**config.mk**
```make
export PLATFORM = sky130hd
export DESIGN_NAME = usb_hub_ports
export DESIGN_NICKNAME = d
export VERILOG_FILES = /design/src/design/usb_hub_pkg.sv /design/src/design/hub_line_sync.sv /design/src/design/hub_port_fsm.sv /design/src/design/hub_change_bitmap.sv /design/src/design/usb_hub_ports.sv
export SDC_FILE = /design/constraint.sdc
export NUM_CORES = 1
export LEC_CHECK = 0
export BUFFER_PORTS_ARGS = -buffer_cell sky130_fd_sc_hd__buf_2
export CORE_UTILIZATION = 52
export DETAILED_ROUTE_END_ITERATION = 6
export PLACE_DENSITY = 0.73
export SLEW_MARGIN = 20
export SYNTH_ARGS = -nofsm -noshare
export SYNTH_HDL_FRONTEND = slang
export SYNTH_SLANG_ARGS = --single-unit
export TNS_END_PERCENT = 10
```
**constraint.sdc**
```tcl
create_clock -name clk_i -period 1.9 [get_ports clk_i]
set_clock_uncertainty 0.15 [all_clocks]
set_input_delay 0.38 -clock clk_i [delete_from_list [all_inputs] [get_ports clk_i]]
set_output_delay 0.38 -clock clk_i [all_outputs]
set_load 0.1 [all_outputs]
```
**src/design/usb_hub_pkg.sv**
```systemverilog
// Shared types and default timing for the hub downstream ports.
// Timing constants are in clock cycles and assume a 48 MHz port clock.
`default_nettype none

package usb_hub_pkg;

    // Port state encoding, same values as the hub status word
    typedef enum logic [1:0] {
        DISABLED  = 2'd0,
        RESETTING = 2'd1,
        ENABLED   = 2'd2,
        SUSPENDED = 2'd3
    } port_state_e;

    // Downstream line state, raw or synchronized
    typedef struct packed {
        logic j;
        logic k;
        logic se0;
    } line_state_t;

    // Sticky change bits, also the layout of the host clear strobes
    typedef struct packed {
        logic connect;
        logic enable;
        logic suspend;
    } port_change_t;

    // Per-port status as reported to the hub controller
    typedef struct packed {
        port_state_e state;
        logic        powered;
        logic        enabled;
        logic        lowspeed;
    } port_status_t;

    // About 10 ms of port reset at 48 MHz would need a larger value;
    // this default keeps simulation short
    localparam int unsigned DEFAULT_RESET_CYCLES    = 5000;

    // Identical connect samples needed before the level is accepted
    localparam int unsigned DEFAULT_DEBOUNCE_CYCLES = 8;

endpackage

`default_nettype wire

```
**src/design/hub_line_sync.sv**
```systemverilog
// Two-flop synchronizer for the downstream line state and connect detect.
// DEBOUNCE_CYCLES must be at least 1; glitches shorter than that are ignored.
`default_nettype none
`timescale 1ns/1ps

module hub_line_sync
    import usb_hub_pkg::*;
#(
    parameter int unsigned DEBOUNCE_CYCLES = DEFAULT_DEBOUNCE_CYCLES
) (
    input  wire         clk_i,
    input  wire         rst_n_i,
    input  line_state_t line_i,
    input  wire         connected_i,
    output line_state_t line_o,
    output logic        connected_o
);

    localparam int unsigned CNT_W = (DEBOUNCE_CYCLES > 1) ? $clog2(DEBOUNCE_CYCLES) : 1;
    localparam logic [CNT_W-1:0] CNT_LAST = CNT_W'(DEBOUNCE_CYCLES - 1);

    line_state_t      line_meta;
    line_state_t      line_sync;
    logic             conn_meta;
    logic             conn_sync;
    logic [CNT_W-1:0] deb_cnt;
    logic             conn_q;

    // Metastability flops for all asynchronous inputs
    always_ff @(posedge clk_i or negedge rst_n_i) begin
        if (!rst_n_i) begin
            line_meta <= '0;
            line_sync <= '0;
            conn_meta <= 1'b0;
            conn_sync <= 1'b0;
        end else begin
            line_meta <= line_i;
            line_sync <= line_meta;
            conn_meta <= connected_i;
            conn_sync <= conn_meta;
        end
    end

    // Counter restarts whenever the synchronized level matches the output
    always_ff @(posedge clk_i or negedge rst_n_i) begin
        if (!rst_n_i) begin
            deb_cnt <= '0;
            conn_q  <= 1'b0;
        end else if (conn_sync == conn_q) begin
            deb_cnt <= '0;
        end else if (deb_cnt == CNT_LAST) begin
            // Enough identical samples seen
            conn_q  <= conn_sync;
            deb_cnt <= '0;
        end else begin
            deb_cnt <= deb_cnt + CNT_W'(1);
        end
    end

    assign line_o      = line_sync;
    assign connected_o = conn_q;

endmodule

`default_nettype wire

```
**src/design/hub_port_fsm.sv**
```systemverilog
// Port state machine for one downstream port, no high-speed chirp support.
// connected_i and line_i must already be synchronized to clk_i.
`default_nettype none
`timescale 1ns/1ps

module hub_port_fsm
    import usb_hub_pkg::*;
#(
    parameter int unsigned RESET_CYCLES = DEFAULT_RESET_CYCLES
) (
    input  wire          clk_i,
    input  wire          rst_n_i,
    input  wire          connected_i,
    input  line_state_t  line_i,
    input  wire          reset_req_i,
    input  wire          suspend_req_i,
    input  port_change_t clear_change_i,
    output port_status_t status_o,
    output port_change_t change_o
);

    localparam int unsigned CNT_W = (RESET_CYCLES > 1) ? $clog2(RESET_CYCLES) : 1;
    localparam logic [CNT_W-1:0] RST_LAST = CNT_W'(RESET_CYCLES - 1);

    port_status_t     status_q;
    port_status_t     status_d;
    port_change_t     change_q;
    port_change_t     change_d;
    port_change_t     change_set;
    logic [CNT_W-1:0] rst_cnt_q;
    logic [CNT_W-1:0] rst_cnt_d;
    logic             conn_q;
    logic             conn_rise;
    logic             conn_fall;

    // Edges of the debounced connect level
    assign conn_rise = connected_i & ~conn_q;
    assign conn_fall = ~connected_i & conn_q;

    always_comb begin
        status_d   = status_q;
        rst_cnt_d  = rst_cnt_q;
        change_set = '0;

        if (conn_fall) begin
            // Disconnect overrides whatever the port was doing
            status_d.state   = DISABLED;
            status_d.powered = 1'b0;
            status_d.enabled = 1'b0;
            change_set.connect = 1'b1;
        end else begin
            if (conn_rise) begin
                status_d.powered   = 1'b1;
                change_set.connect = 1'b1;
            end

            unique case (status_q.state)
                DISABLED: begin
                    if (connected_i) begin
                        // Low-speed devices idle with K on the bus
                        status_d.lowspeed = line_i.k;
                        if (reset_req_i) begin
                            status_d.state = RESETTING;
                            rst_cnt_d      = '0;
                        end
                    end
                end

                RESETTING: begin
                    if (rst_cnt_q == RST_LAST) begin
                        status_d.state    = ENABLED;
                        status_d.enabled  = 1'b1;
                        change_set.enable = 1'b1;
                    end else begin
                        rst_cnt_d = rst_cnt_q + CNT_W'(1);
                    end
                end

                ENABLED: begin
                    if (suspend_req_i) begin
                        status_d.state = SUSPENDED;
                    end
                end

                SUSPENDED: begin
                    // Host resume, or remote wakeup signalled as K
                    if (!suspend_req_i || line_i.k) begin
                        status_d.state     = ENABLED;
                        change_set.suspend = 1'b1;
                    end
                end

                default: begin
                    status_d.state = DISABLED;
                end
            endcase
        end

        // A new event beats a clear in the same cycle
        change_d = (change_q & ~clear_change_i) | change_set;
    end

    always_ff @(posedge clk_i or negedge rst_n_i) begin
        if (!rst_n_i) begin
            status_q  <= '{state: DISABLED, powered: 1'b0, enabled: 1'b0, lowspeed: 1'b0};
            change_q  <= '0;
            rst_cnt_q <= '0;
            conn_q    <= 1'b0;
        end else begin
            status_q  <= status_d;
            change_q  <= change_d;
            rst_cnt_q <= rst_cnt_d;
            conn_q    <= connected_i;
        end
    end

    assign status_o = status_q;
    assign change_o = change_q;

endmodule

`default_nettype wire

```
**src/design/hub_change_bitmap.sv**
```systemverilog
// Builds the hub status-change bitmap, one bit per downstream port.
// change_irq_o pulses only when the bitmap leaves the all-zero state.
`default_nettype none
`timescale 1ns/1ps

module hub_change_bitmap
    import usb_hub_pkg::*;
#(
    parameter int unsigned NUM_PORTS = 4
) (
    input  wire                                clk_i,
    input  wire                                rst_n_i,
    input  port_change_t [NUM_PORTS-1:0]       port_change_i,
    output logic         [NUM_PORTS-1:0]       change_bitmap_o,
    output logic                               change_irq_o
);

    logic [NUM_PORTS-1:0] bitmap_d;
    logic [NUM_PORTS-1:0] bitmap_q;
    logic                 bitmap_was_empty;
    logic                 irq_q;

    // Any pending change on a port marks its bit
    always_comb begin
        for (int p = 0; p < NUM_PORTS; p++) begin
            bitmap_d[p] = |port_change_i[p];
        end
    end

    assign bitmap_was_empty = ~|bitmap_q;

    always_ff @(posedge clk_i or negedge rst_n_i) begin
        if (!rst_n_i) begin
            bitmap_q <= '0;
            irq_q    <= 1'b0;
        end else begin
            bitmap_q <= bitmap_d;
            // Lines up with the first non-zero registered bitmap
            irq_q    <= bitmap_was_empty & (|bitmap_d);
        end
    end

    assign change_bitmap_o = bitmap_q;
    assign change_irq_o    = irq_q;

endmodule

`default_nettype wire

```
**src/design/usb_hub_ports.sv**
```systemverilog
// Downstream port block of a USB hub with NUM_PORTS identical ports.
// Line and connect inputs may be asynchronous; hub controls must be synchronous.
`default_nettype none
`timescale 1ns/1ps

module usb_hub_ports
    import usb_hub_pkg::*;
#(
    parameter int unsigned NUM_PORTS       = 4,
    parameter int unsigned RESET_CYCLES    = DEFAULT_RESET_CYCLES,
    parameter int unsigned DEBOUNCE_CYCLES = DEFAULT_DEBOUNCE_CYCLES
) (
    input  wire                          clk_i,
    input  wire                          rst_n_i,
    input  wire          [NUM_PORTS-1:0] port_connected_i,
    input  wire          [NUM_PORTS-1:0] port_reset_i,
    input  wire          [NUM_PORTS-1:0] port_suspend_i,
    input  line_state_t  [NUM_PORTS-1:0] line_i,
    input  port_change_t [NUM_PORTS-1:0] clear_change_i,
    output port_status_t [NUM_PORTS-1:0] port_status_o,
    output port_change_t [NUM_PORTS-1:0] port_change_o,
    output logic         [NUM_PORTS-1:0] change_bitmap_o,
    output logic                         change_irq_o
);

    // Synchronized line state and debounced connect per port
    line_state_t [NUM_PORTS-1:0] sync_line;
    logic        [NUM_PORTS-1:0] sync_conn;

    for (genvar p = 0; p < NUM_PORTS; p++) begin : g_port
        hub_line_sync #(
            .DEBOUNCE_CYCLES(DEBOUNCE_CYCLES)
        ) u_sync (
            .clk_i      (clk_i),
            .rst_n_i    (rst_n_i),
            .line_i     (line_i[p]),
            .connected_i(port_connected_i[p]),
            .line_o     (sync_line[p]),
            .connected_o(sync_conn[p])
        );

        hub_port_fsm #(
            .RESET_CYCLES(RESET_CYCLES)
        ) u_fsm (
            .clk_i         (clk_i),
            .rst_n_i       (rst_n_i),
            .connected_i   (sync_conn[p]),
            .line_i        (sync_line[p]),
            .reset_req_i   (port_reset_i[p]),
            .suspend_req_i (port_suspend_i[p]),
            .clear_change_i(clear_change_i[p]),
            .status_o      (port_status_o[p]),
            .change_o      (port_change_o[p])
        );
    end

    hub_change_bitmap #(
        .NUM_PORTS(NUM_PORTS)
    ) u_bitmap (
        .clk_i          (clk_i),
        .rst_n_i        (rst_n_i),
        .port_change_i  (port_change_o),
        .change_bitmap_o(change_bitmap_o),
        .change_irq_o   (change_irq_o)
    );

endmodule

`default_nettype wire

```
==> run metrics <==
leakage 3.68 nW; DIE AREA 11,900 µm²; post-DR wirelength/cell 16.8 µm; Max Cap Violations 0; worst hold-check path type primary input to register; WS Path Type register to register; post-synthesis sequential area ratio 52.6%; largest net degree at the start of global routing 61; Placed Instance Area 6830 µm²; WP data arrival 2.07 ns; Crit. End Element register; first-pass GRT wire length 23.9 mm; RSZ-0062 raised after global routing true; Unique masters post-synth 58; ys async rst share 100%; Tcrit/Tclk final 99.7%; Final Hold Viols 0; routed via count 5,086; WL final 14.5 mm; commonest non-fill, non-tap cell in the layout dfrtp_1; Post-Syn Area per Cell 10.5 µm²; Congestion Overflow GR 0; number of I/O port buffers 66; Starting Density 54.2%; peak supply drop 1520 µV; die width 109 µm; drt first pass iters 5; Max Root-Sink Buffers 2; met3 Use GR 5.56%; First DRT Iteration DRCs 372; Ports 75; Post-synth top flop dfrtp_1; Cells after Synth 569; vias in the first global route 5,020; core area 11,000 µm²; grt peak-use layer met2; Max FO, Critical Path 5; most frequent cells in the layout dfrtp_1 (117), buf_2 (59), buf_4 (54), nand2_1 (48), nor2_1 (32); Finish-stage setup viols 0; Area Growth Syn to Fin 31.1%; crit start category register; H-Tree Depth 4; Detail Route Antenna Nets 0; Die Span Y 109 µm; Nets 764; Netlist Area Pre-Place 5950 µm²; maximum clock frequency 528 MHz; met2 Usage GRT 43.5%; number of synthesized flops with an enable pin 0; synth warn 0; DRC violations left 0; Overall Global Routing Usage 26.2%; WP data required 2.08 ns; Post-DP HPWL 9.67 mm; slew margin rel. 65.5%; initial antenna violation count 0; share of post-route cells with drive strength above 1 26.8%; FF-to-FF setup slack 0.006 ns; Std-Cell Rows 38; Final Max Slew Viols 0; TritonCTS Buffers 17; gpl congestion 0.898; CTS Root Cell clkbuf_16; Pwr Density 1640 nW/µm²; Seq cells post-synth 125; Setup TNS Final 0 ns; Final Instance Area 7800 µm²; final worst path period need 1.89 ns; CTS tree built; post-synthesis net count 623; status completed; CTS sink cnt 125; DR vias/cell 5.89; M1 GR Usage 33.3%; ant diodes 0; Reg clk slew, reported paths 0.06 ns; later-pin clock latency in the skew report 0.42 ns; measured slew at the worst slew-check pin 0.521 ns
## area by class of cell
cell class              instances  area, µm²
clock buffers                  17        425
clock inverters                15        234
inverters                      23       86.3
multi-input cells             403       2750
repair buffers                140        985
flip-flops and latches        125       3140
well taps                     140        175
fillers                       784       3190
## routing by layer
metal  up-vias  routed length, µm
met5         -                  0
li1       2418                  -
met1      2496               6380
met4         0                289
met2       147               7170
met3        25                657
## synth_stat cells (3+ instances only)
cell type    n  share of area [%]
a41oi_1      3               0.44
and4bb_1     3               0.63
nand3_1     23                1.9
buf_2        9               0.76
dfrtp_1    125                 53
nor4_1      10                1.1
inv_1       23                1.5
o211ai_1     3               0.38
and3_1      14                1.5
or4_1        4               0.50
nand2_1     48                3.0
a21o_1       3               0.38
nor4b_1      3               0.44
a22o_1       3               0.44
o21ai_0     21                1.8
nor3b_1      4               0.50
mux2i_1      8                1.3
nor2_1      34                2.1
nor2b_1      6               0.63
o31ai_1      9                1.1
xnor2_1      5               0.74
o21ai_1     17                1.4
and2_1       9               0.95
ha_1        16                3.4
nand4_1     18                1.9
a31oi_1     19                2.0
nand2b_1    20                2.1
and4_1      14                2.1
a21oi_1     15                1.3
mux2_2       5               0.95
nand3b_1     5               0.63
nor3_1       7               0.59
a211oi_1     5               0.63
nor4bb_1     5               0.84
clkbuf_1    10               0.63
or3_1        4               0.42
a32o_1       3               0.50
o22ai_1      7               0.74
## path summary, 6_finish.rpt
check                                                               from                                         to  cells after the start
worst max-delay path            g_port[2].u_sync.connected_o$_DFFE_PN0P_  g_port[2].u_fsm.rst_cnt_q[10]$_DFFE_PN0P_                      6
worst min-delay path                                   port_suspend_i[0]    g_port[0].u_fsm.status_o[3]$_DFFE_PN0P_                      3
worst max register to register  g_port[2].u_sync.connected_o$_DFFE_PN0P_  g_port[2].u_fsm.rst_cnt_q[10]$_DFFE_PN0P_                      6
worst min register to register   g_port[2].u_sync.line_meta[1]$_DFF_PN0_       g_port[2].u_sync.line_o[1]$_DFF_PN0_                      0
max in group asynchronous                                        rst_n_i    g_port[2].u_fsm.status_o[4]$_DFFE_PN0P_                      3
min in group asynchronous                                        rst_n_i       g_port[0].u_sync.line_o[1]$_DFF_PN0_                      2
## sequential cells by signal (all words and copies together) (netlist names), 12 cells and up
signal,flops
g_port.u_fsm.status_o,20
g_port.u_fsm.change_o,12
g_port.u_sync.deb_cnt,12
g_port.u_fsm.rst_cnt_q,52
## kinds of logic after synthesis
family	synth area share, %
AO/OA/AOI/OAI	13.9
XOR/XNOR	0.883
adder cells (fa/ha/maj)	3.37
buffers and inverters	2.84
flip-flops	52.6
multiplexers	2.67
AND/OR/NAND/NOR	23.8
## report_power, final
| group | internal [mW] | switching, mW | leakage, nW | total [mW] |
|---|---|---|---|---|
| Sequential | 3.36 | 0.630 | 1.63 | 3.99 |
| Clock | 2.35 | 1.25 | 0.323 | 3.60 |
| Combinational | 1.81 | 3.40 | 1.73 | 5.20 |
## per-stage QoR
step           power, mW  std cells  hold WS, ns  setup WS [ns]  util [%]
3_5_place_dp        8.93        808        0.121        -0.0521      62.2
4_1_cts             12.7        862      0.00132        0.00353      70.4
3_3_place_gp        8.74        808        0.115         0.0251      62.2
5_1_grt             13.5        863        0.123        -0.0964      71.0
6_report            12.8        863        0.135        0.00580      71.0
2_1_floorplan       7.40        569      -0.0656         -0.133         -
## repair_timing
action,CTS,global route
hold endpoints to repair,33,1
hold buffers,20,1
setup endpoints to repair,15,29
buffers inserted,1,0
pin swaps,1,2
resized for setup,8,14
cloned,1,0
## critical path, stage by stage (launching register included)
cell and delay [ns]:
dfrtp_1 0.35, inv_1 0.06, ha_1 0.22, or3b_4 0.44, a31oi_4 0.27, a41oi_2 0.13
a31oi_1 0.18
Power figures use the tool's default switching activity.
